==> src/hdl/robPkg.sv <==
//############################
// ROB_DEPTH must stay a power of two so that tags wrap by themselves.
// All widths are derived from the counts below.
//############################
`default_nettype none

package robPkg;

	localparam int REG_COUNT = 32; // architectural registers x0 to x31.
	localparam int ROB_DEPTH = 8; // reorder-buffer entries in flight.
	localparam int DATA_W = 32; // width of one result value.

	localparam int REG_W = $clog2(REG_COUNT); // bits of a register index.
	localparam int TAG_W = $clog2(ROB_DEPTH); // bits of a reorder-buffer tag.

	typedef logic [REG_W-1:0] regIdxT; // architectural register index.
	typedef logic [TAG_W-1:0] robTagT; // reorder-buffer slot, wraps at ROB_DEPTH.
	typedef logic [TAG_W:0] robCntT; // occupancy needs one more bit to reach ROB_DEPTH.
	typedef logic [DATA_W-1:0] dataT; // result value carried by writeback and commit.

	// the controller only ever sits in one of these two states.
	typedef enum logic {
		sRun, // dispatch, writeback and commit proceed.
		sFlush // one cycle in which all in-flight work is dropped.
	} dispStateT;

endpackage

`default_nettype wire

==> src/hdl/regStatus.sv <==
//############################
// Written on the rising edge, so lookups see the table before this dispatch.
// x0 is never marked busy and never looked up as pending.
//############################
`default_nettype none

module regStatus (
	input wire logic clk,
	input wire logic arstN,
	input wire robPkg::regIdxT rs1,
	input wire robPkg::regIdxT rs2,
	input wire logic writeEn,
	input wire robPkg::regIdxT destReg,
	input wire robPkg::robTagT destTag,
	input wire logic commitEn,
	input wire robPkg::regIdxT commitReg,
	input wire robPkg::robTagT commitTag,
	input wire logic clearAll,
	output logic busy1,
	output logic busy2,
	output robPkg::robTagT tag1,
	output robPkg::robTagT tag2
);

	import robPkg::*;

	logic [REG_COUNT-1:0] busy; // set while an uncommitted instruction will write the register.
	robTagT producer [REG_COUNT]; // tag of the newest instruction writing each register.

	logic mapWrite; // a dispatch that really renames a register.
	logic mapFree; // a commit by the entry the table still names.

	assign mapWrite = writeEn && (destReg != '0); // x0 writes are dropped here.
	assign mapFree = commitEn && (commitReg != '0) && (producer[commitReg] == commitTag);

	// both source ports read the same table through independent muxes.
	assign busy1 = busy[rs1];
	assign busy2 = busy[rs2];
	assign tag1 = producer[rs1]; // only meaningful while busy1 is high.
	assign tag2 = producer[rs2]; // only meaningful while busy2 is high.

	always_ff @(posedge clk or negedge arstN) begin
		if (!arstN) begin
			busy <= '0; // nothing is in flight after reset.
		end else if (clearAll) begin
			busy <= '0; // a flush forgets every pending producer.
		end else begin
			if (mapFree) begin
				busy[commitReg] <= 1'b0; // an older writer committing leaves a newer mapping alone.
			end
			if (mapWrite) begin
				busy[destReg] <= 1'b1; // placed last so a new mapping beats a same-cycle commit.
			end
		end
	end

	always_ff @(posedge clk) begin
		if (mapWrite) begin
			producer[destReg] <= destTag; // the newest dispatch becomes the producer.
		end
	end

	// clearAll and writeEn come from different states of the controller.
	assert property (@(posedge clk) disable iff (!arstN) !(clearAll && writeEn))
		else $error("regStatus: flush clear and rename requested in the same cycle.");

	// a commit that frees a register must have marked it busy at some earlier dispatch.
	assert property (@(posedge clk) disable iff (!arstN) mapFree |-> busy[commitReg])
		else $error("regStatus: commit frees a register that is not busy.");

endmodule

`default_nettype wire

==> src/hdl/robPointers.sv <==
//############################
// Tags wrap modulo ROB_DEPTH. The decoder's credits keep the tail off a full buffer.
//############################
`default_nettype none

module robPointers (
	input wire logic clk,
	input wire logic arstN,
	input wire logic advanceTail,
	input wire logic advanceHead,
	input wire logic clearAll,
	output robPkg::robTagT tailTag,
	output robPkg::robTagT headTag,
	output robPkg::robCntT count,
	output logic empty,
	output logic full
);

	import robPkg::*;

	always_ff @(posedge clk or negedge arstN) begin
		if (!arstN) begin
			tailTag <= '0;
			headTag <= '0;
			count <= '0;
		end else if (clearAll) begin
			tailTag <= '0; // a flush restarts allocation at entry 0.
			headTag <= '0;
			count <= '0;
		end else begin
			if (advanceTail) begin
				tailTag <= tailTag + robTagT'(1); // wraps on its own since ROB_DEPTH is 2**TAG_W.
			end
			if (advanceHead) begin
				headTag <= headTag + robTagT'(1); // oldest entry has committed.
			end
			case ({advanceTail, advanceHead})
				2'b10: count <= count + robCntT'(1); // dispatch only.
				2'b01: count <= count - robCntT'(1); // commit only.
				default: count <= count; // both or neither leave occupancy as is.
			endcase
		end
	end

	assign empty = (count == '0);
	assign full = (count == robCntT'(ROB_DEPTH)); // head and tail meet with every entry in use.

	// a dispatch on a full buffer means the decoder spent a credit it did not have.
	assert property (@(posedge clk) disable iff (!arstN) advanceTail |-> !full)
		else $error("robPointers: dispatch while the reorder buffer is full.");

	// commit is gated on a done head, which needs a dispatched entry.
	assert property (@(posedge clk) disable iff (!arstN) advanceHead |-> !empty)
		else $error("robPointers: commit while the reorder buffer is empty.");

endmodule

`default_nettype wire

==> src/hdl/dispatchControl.sv <==
//############################
// Flush is sampled at the edge and always costs exactly one sFlush cycle.
//############################
`default_nettype none

module dispatchControl (
	input wire logic clk,
	input wire logic arstN,
	input wire logic flush,
	input wire logic dispValid,
	input wire logic headDone,
	input wire logic empty,
	output logic dispEnable,
	output logic commitEnable,
	output logic flushClear,
	output logic flushDone
);

	import robPkg::*;

	dispStateT state; // current controller state.
	dispStateT stateNext; // state taken at the next edge.

	always_comb begin
		stateNext = state;
		case (state)
			sRun: begin
				if (flush) begin
					stateNext = sFlush; // in-flight work is dropped next cycle.
				end
			end
			sFlush: stateNext = sRun; // the clear takes a single edge.
			default: stateNext = sRun;
		endcase
	end

	always_ff @(posedge clk or negedge arstN) begin
		if (!arstN) begin
			state <= sRun; // ready to accept dispatch straight out of reset.
		end else begin
			state <= stateNext;
		end
	end

	assign dispEnable = (state == sRun) && dispValid; // the decoder only asks while it holds a credit.
	assign commitEnable = (state == sRun) && !empty && headDone; // the oldest entry has its result.
	assign flushClear = (state == sFlush); // wipes tables, done flags and pointers at the next edge.
	assign flushDone = (state == sFlush); // tells the decoder to refill its credits.

	// the decoder loses its credits with flushDone and may not dispatch in that cycle.
	assert property (@(posedge clk) disable iff (!arstN) (state == sFlush) |-> !dispValid)
		else $error("dispatchControl: dispatch offered during the flush cycle.");

endmodule

`default_nettype wire

==> src/hdl/robEntries.sv <==
//############################
// Results land at the edge and read as ready from the next cycle, with no bypass.
// Writeback is ignored in the flush cycle.
//############################
`default_nettype none

module robEntries (
	input wire logic clk,
	input wire logic arstN,
	input wire logic allocEn,
	input wire robPkg::robTagT allocTag,
	input wire robPkg::regIdxT allocRd,
	input wire logic allocWe,
	input wire logic wbValid,
	input wire robPkg::robTagT wbTag,
	input wire robPkg::dataT wbValue,
	input wire robPkg::robTagT rdTag1,
	input wire robPkg::robTagT rdTag2,
	input wire robPkg::robTagT headTag,
	input wire logic clearAll,
	output logic ready1,
	output logic ready2,
	output robPkg::dataT value1,
	output robPkg::dataT value2,
	output logic headDone,
	output robPkg::regIdxT headRd,
	output logic headWe,
	output robPkg::dataT headValue
);

	import robPkg::*;

	logic [ROB_DEPTH-1:0] done; // result has been written back.
	logic [ROB_DEPTH-1:0] live; // entry has been handed out since the last clear.
	logic [ROB_DEPTH-1:0] destWe; // instruction writes an architectural register.
	regIdxT destRd [ROB_DEPTH]; // destination register of each entry.
	dataT result [ROB_DEPTH]; // value delivered by the execution unit.

	always_ff @(posedge clk or negedge arstN) begin
		if (!arstN) begin
			done <= '0;
			live <= '0;
		end else if (clearAll) begin
			done <= '0; // this also swallows any writeback in the flush cycle.
			live <= '0;
		end else begin
			if (wbValid) begin
				done[wbTag] <= 1'b1; // out-of-order completion by tag.
			end
			if (allocEn) begin
				done[allocTag] <= 1'b0; // a reused slot waits for its new result.
				live[allocTag] <= 1'b1;
			end
		end
	end

	always_ff @(posedge clk) begin
		if (allocEn) begin
			destRd[allocTag] <= allocRd;
			destWe[allocTag] <= allocWe;
		end
		if (wbValid) begin
			result[wbTag] <= wbValue; // harmless during a flush since done stays clear.
		end
	end

	// forwarding ports follow the producer tags from the status table.
	assign ready1 = done[rdTag1];
	assign ready2 = done[rdTag2];
	assign value1 = result[rdTag1];
	assign value2 = result[rdTag2];

	// the head entry feeds commit.
	assign headDone = done[headTag];
	assign headRd = destRd[headTag];
	assign headWe = destWe[headTag];
	assign headValue = result[headTag];

	// only a dispatched entry that has not yet completed may be written back.
	assert property (@(posedge clk) disable iff (!arstN)
			(wbValid && !clearAll) |-> (live[wbTag] && !done[wbTag]))
		else $error("robEntries: writeback to tag %0d, which is not awaiting a result.", wbTag);

endmodule

`default_nettype wire

==> src/hdl/renameTop.sv <==
//############################
// src*Ready and src*Value mean something only while src*Busy is high.
// The commit port has no ready, so the receiver must always accept.
//############################
`default_nettype none

module renameTop (
	input wire logic clk,
	input wire logic arstN,
	input wire logic dispValid,
	input wire robPkg::regIdxT dispRs1,
	input wire robPkg::regIdxT dispRs2,
	input wire robPkg::regIdxT dispRd,
	input wire logic dispWe,
	output logic src1Busy,
	output robPkg::robTagT src1Tag,
	output logic src1Ready,
	output robPkg::dataT src1Value,
	output logic src2Busy,
	output robPkg::robTagT src2Tag,
	output logic src2Ready,
	output robPkg::dataT src2Value,
	output robPkg::robTagT dispTag,
	output logic creditReturn,
	output logic flushDone,
	input wire logic wbValid,
	input wire robPkg::robTagT wbTag,
	input wire robPkg::dataT wbValue,
	output logic commitValid,
	output robPkg::regIdxT commitRd,
	output logic commitWe,
	output robPkg::dataT commitValue,
	input wire logic flush
);

	import robPkg::*;

	logic dispEnable; // dispatch accepted this cycle.
	logic commitEnable; // head entry retires this cycle.
	logic flushClear; // wipe all in-flight state at the next edge.
	logic robEmpty;
	logic headDone;
	robTagT tailTag; // slot the next dispatch takes.
	robTagT headTag; // oldest uncommitted slot.

	assign dispTag = tailTag;
	assign commitValid = commitEnable;
	assign creditReturn = commitEnable; // one credit back per retired instruction.

	regStatus uStatus (
		.clk(clk), .arstN(arstN),
		.rs1(dispRs1), .rs2(dispRs2),
		.writeEn(dispEnable && dispWe), .destReg(dispRd), .destTag(tailTag),
		.commitEn(commitEnable && commitWe), .commitReg(commitRd), .commitTag(headTag),
		.clearAll(flushClear),
		.busy1(src1Busy), .busy2(src2Busy), .tag1(src1Tag), .tag2(src2Tag)
	);

	robPointers uPointers (
		.clk(clk), .arstN(arstN),
		.advanceTail(dispEnable), .advanceHead(commitEnable), .clearAll(flushClear),
		.tailTag(tailTag), .headTag(headTag), .count(), .empty(robEmpty), .full()
	);

	dispatchControl uControl (
		.clk(clk), .arstN(arstN),
		.flush(flush), .dispValid(dispValid), .headDone(headDone), .empty(robEmpty),
		.dispEnable(dispEnable), .commitEnable(commitEnable),
		.flushClear(flushClear), .flushDone(flushDone)
	);

	robEntries uEntries (
		.clk(clk), .arstN(arstN),
		.allocEn(dispEnable), .allocTag(tailTag), .allocRd(dispRd), .allocWe(dispWe),
		.wbValid(wbValid), .wbTag(wbTag), .wbValue(wbValue),
		.rdTag1(src1Tag), .rdTag2(src2Tag), .headTag(headTag),
		.clearAll(flushClear),
		.ready1(src1Ready), .ready2(src2Ready), .value1(src1Value), .value2(src2Value),
		.headDone(headDone), .headRd(commitRd), .headWe(commitWe), .headValue(commitValue)
	);

endmodule

`default_nettype wire

==> config.mk <==
export PLATFORM = sky130hd
export DESIGN_NAME = renameTop
export DESIGN_NICKNAME = d
export VERILOG_FILES = /design/src/hdl/robPkg.sv /design/src/hdl/regStatus.sv /design/src/hdl/robPointers.sv /design/src/hdl/dispatchControl.sv /design/src/hdl/robEntries.sv /design/src/hdl/renameTop.sv
export SDC_FILE = /design/constraint.sdc
export NUM_CORES = 1
export LEC_CHECK = 0
export ABC_CLOCK_PERIOD_IN_PS = 4200
export BUFFER_PORTS_ARGS = -buffer_cell sky130_fd_sc_hd__buf_4
export CAP_MARGIN = 20
export CORE_MARGIN = 1.5
export CORE_UTILIZATION = 50
export CTS_CLUSTER_SIZE = 14
export DETAILED_ROUTE_END_ITERATION = 10
export GPL_ROUTABILITY_DRIVEN = 0
export PLACE_DENSITY = 0.68
export SLEW_MARGIN = 20
export SYNTH_ARGS = -nofsm -noshare
export SYNTH_HDL_FRONTEND = slang
export SYNTH_SLANG_ARGS = --single-unit
==> constraint.sdc <==
create_clock -name clk -period 4.2 [get_ports clk]
set_input_delay 0.21 -clock clk [delete_from_list [all_inputs] [get_ports clk]]
set_output_delay 0.21 -clock clk [all_outputs]
set_load 0.03 [all_outputs]
==> metrics.md <==
| Metric | Value |
|---|---|
| I/O pin count | `174` |
| CP required | `3990 ps` |
| Max-Cap Viols | `0` |
| YS warnings | `0` |
| Core area | `49250 um2` |
| Fin nets | `2231` |
| Detailed Place HPWL | `47560 um` |
| Area delta synth->final | `16.14%` |
| Fin crit share | `0.9175` |
| Htree depth | `2` |
| Initial antenna violation count | `2` |
| Post-synth EDFFs | `400` |
| Worst skew pair latency | `600 ps` |
| Initial Utilization | `0.5096` |
| I/O Buffers | `173` |
| Fmax | `259.5 MHz` |
| RSZ-0062 raised after global routing | `false` |
| Global-route wire length before repair | `111400 um` |
| Mean Syn Cell Area | `12.66 um2` |
| Crit path DAT | `3640 ps` |
| 1st-iter DRT viols | `2256` |
| Setup crit end kind | `primary output` |
| Root Driver | `clkbuf_16` |
| Commonest non-fill, non-tap cells in the layout | `462 x nand2_1, 400 x edfxtp_1, 307 x mux2i_1` |
| Final worst slack | `346.6 ps` |
| Syn Inst Count | `1983` |
| Fin Setup TNS | `0 ps` |
| Crit-path max FO | `43` |
| Std cell rows | `81` |
| Die Y | `227.1 um` |
| Clk sink count | `451` |
| Top cells by area, synth | `edfxtp_1 48%, mux4_2 14%, mux2i_1 12%` |
| Mapped cell area | `25100 um2` |
| Reg2reg end | `uStatus.busy[18]$_DFF_PN0_` |
| Reg-to-Reg Start | `uPointers.headTag[1]$_DFFE_PN0P_` |
| Via density per instance | `6.369` |
| Clock power share | `0.316` |
| P_int | `8.583 mW` |
| Sequential power share | `0.416` |
| Most common cell after layout, fill and taps aside | `nand2_1` |
| Top cell type's share of synthesized area | `0.4786` |
| R2R depth | `12` |
| Final ANT Viol Nets | `0` |
| #FFs+latches synth | `451` |
| CP startpoint kind | `flip-flop` |
| Chip width | `227.1 um` |
| Total power | `12.51 mW` |
| Hold_ws | `231.2 ps` |
| Final Max Slew Viols | `0` |
| Hold/Removal Path Class | `input pin to flip-flop` |
| Final-report hold violation count | `0` |
| Final number of setup-violating endpoints | `0` |
| Drc violations | `0` |
| Die area | `51550 um2` |
| Net Sw Frac | `0.3137` |
| Leakage | `11.28 nW` |
| Layout cell share with drive strength beyond 1 | `0.2335` |
| Max_slew headroom | `0.2350` |
| Crit path launch | `uStatus.producer[5][0]$_DFFE_PP_` |
| Clock Pin Slew Worst Setup and Hold Paths | `60 ps` |
| R2R Setup Slk | `410 ps` |
| Sw power | `3.923 mW` |
| Placement Setup Slack | `498.1 ps` |
| Vias in the first global route | `18330` |
| Post-cts sizing count | `0` |
| Maximum root-to-sink buffer count | `3` |
| Core Util, Final | `0.5918` |
| Total GRT Usage | `0.2915` |
| Status | `finished clean` |
| Worst setup endpoint | `src1Value[22]` |
| Post-synth top flop | `edfxtp_1` |
| Register area share after synthesis | `0.5294` |
| Synth area leader | `edfxtp_1` |
| CTS tree | `built` |
| CP Class | `flip-flop to primary output` |
| Fill cell count | `3909` |
| Post-layout min period | `3853 ps` |
| Largest net degree at the start of global routing | `67` |
| Inserted Clock Buffers | `46` |
| Grt ovf | `0` |
| Drt total wl | `74530 um` |
| Skew final | `23.66 ps` |
| VDD IR max | `0.2940 mV` |
| Vias | `18300` |
| Comb power frac | `0.268` |
| Pre-antenna DRT Iters | `6` |
| Pwr/cell area | `429.0 nW/um2` |
| Avg WL per Cell | `25.94 um` |
| Library cells used by synthesis | `65` |
| Least-Margin Pin Slew | `1145 ps` |
| Asr flop ratio synth | `0.1131` |
Yosys cell counts (4+ instances only):
| library cell | n |
|---|---|
| a21boi_0 | 4 |
| a21oi_1 | 4 |
| a22oi_1 | 4 |
| a31o_1 | 16 |
| a31oi_1 | 7 |
| a32oi_1 | 6 |
| a41oi_1 | 8 |
| buf_1 | 29 |
| buf_2 | 39 |
| buf_4 | 5 |
| buf_6 | 12 |
| clkbuf_1 | 57 |
| dfrtp_1 | 51 |
| edfxtp_1 | 400 |
| ha_1 | 5 |
| inv_1 | 18 |
| inv_2 | 5 |
| mux2_2 | 5 |
| mux2i_1 | 313 |
| mux4_2 | 155 |
| nand2_1 | 462 |
| nand2b_1 | 10 |
| nand3_1 | 144 |
| nand4_1 | 19 |
| nor2_1 | 85 |
| nor2b_1 | 7 |
| nor3_1 | 17 |
| o21ai_0 | 30 |
| xor2_1 | 4 |
kinds of logic after synthesis:
group | after synthesis | share of synthesized area
and+or+nand+nor | 761 | 0.1285
muxes | 477 | 0.2694
DFF | 451 | 0.5294
buffers and inverters | 168 | 0.03151
AOI/OAI and AO/OA | 112 | 0.03534
xor gates and xnor gates | 7 | 0.002443
adders and majority gates | 6 | 0.003290
other | 1 | 0.0001494
sequential cells by signal, indices dropped and copies added, names as in the netlist:
register,cells
uEntries.result,256
uStatus.producer,96
uEntries.destRd,40
uStatus.busy,32
uEntries.destWe,8
uEntries.done,8
uPointers.count,4
uPointers.headTag,3
uPointers.tailTag,3
uControl.flushClear,1
area by class of cell:
class,count,area [um2],area share
well taps,664,830.8,0.02850
inverters,26,100.1,0.003434
repair buffers,278,2312,0.07932
clock buffers,57,1212,0.04159
clock inverters,28,232.7,0.007983
flip-flops and latches,451,13300,0.4561
diodes,3,7.507,0.0002575
multi-input cells,1366,11160,0.3828
critical path: stages, from the launching register on:
cell and delay (ps):
edfxtp_1 470, mux4_2 500, mux4_2 580, mux2i_4 240, buf_4 180, buf_12 270, mux2i_1 260, nand2_1 70
nand3_1 120, nand2_1 140, buf_4 210
power by group through the flow:
stage               clock, mW  sequential (mW)  combinational [mW]
finish                   3.95             5.20                3.36
CTS                      4.00             5.19                3.33
global placement            0             5.28                3.24
global route             4.17             5.21                3.55
detailed placement          0             5.29                3.29
floorplan                   0             5.29                2.15
how the worst min path moves through the flow:
stage | depth (start not counted) | from | slack, ps | endpoint
final | 3 | wbTag[1] | 230 | uEntries.result[0][6]$_DFFE_PP_
after global routing | 3 | wbTag[1] | 240 | uEntries.result[0][31]$_DFFE_PP_
after CTS | 3 | wbTag[1] | 210 | uEntries.result[0][24]$_DFFE_PP_
after detailed placement | 1 | arstN | 310 | uStatus.busy[14]$_DFF_PN0_
after global placement | 1 | arstN | 310 | uStatus.busy[14]$_DFF_PN0_
after floorplan | 0 | arstN | -90 | uControl.flushClear$_DFF_PN0_
metrics by stage:
step | std cells | cell area [um2]
global route | 2872 | 29150
floorplan | 1985 | 25110
global placement | 2743 | 27280
CTS | 2869 | 29140
finish | 2873 | 29150
detailed placement | 2743 | 27280
per-layer routing:
layer | share of wire | track usage | vias to the layer above
li1 | - | - | 7865
met1 | 0.39 | 0.3928 | 9148
met2 | 0.48 | 0.4662 | 1097
met3 | 0.098 | 0.05447 | 189
met4 | 0.037 | 0.1248 | 0
met5 | 0 | 0 | -
repair_timing:
item,4_1_cts,5_1_grt
setup buffers,0,0
hold buffers,41,0
hold endpoints to repair,359,0
Power figures use the tool's default switching activity.
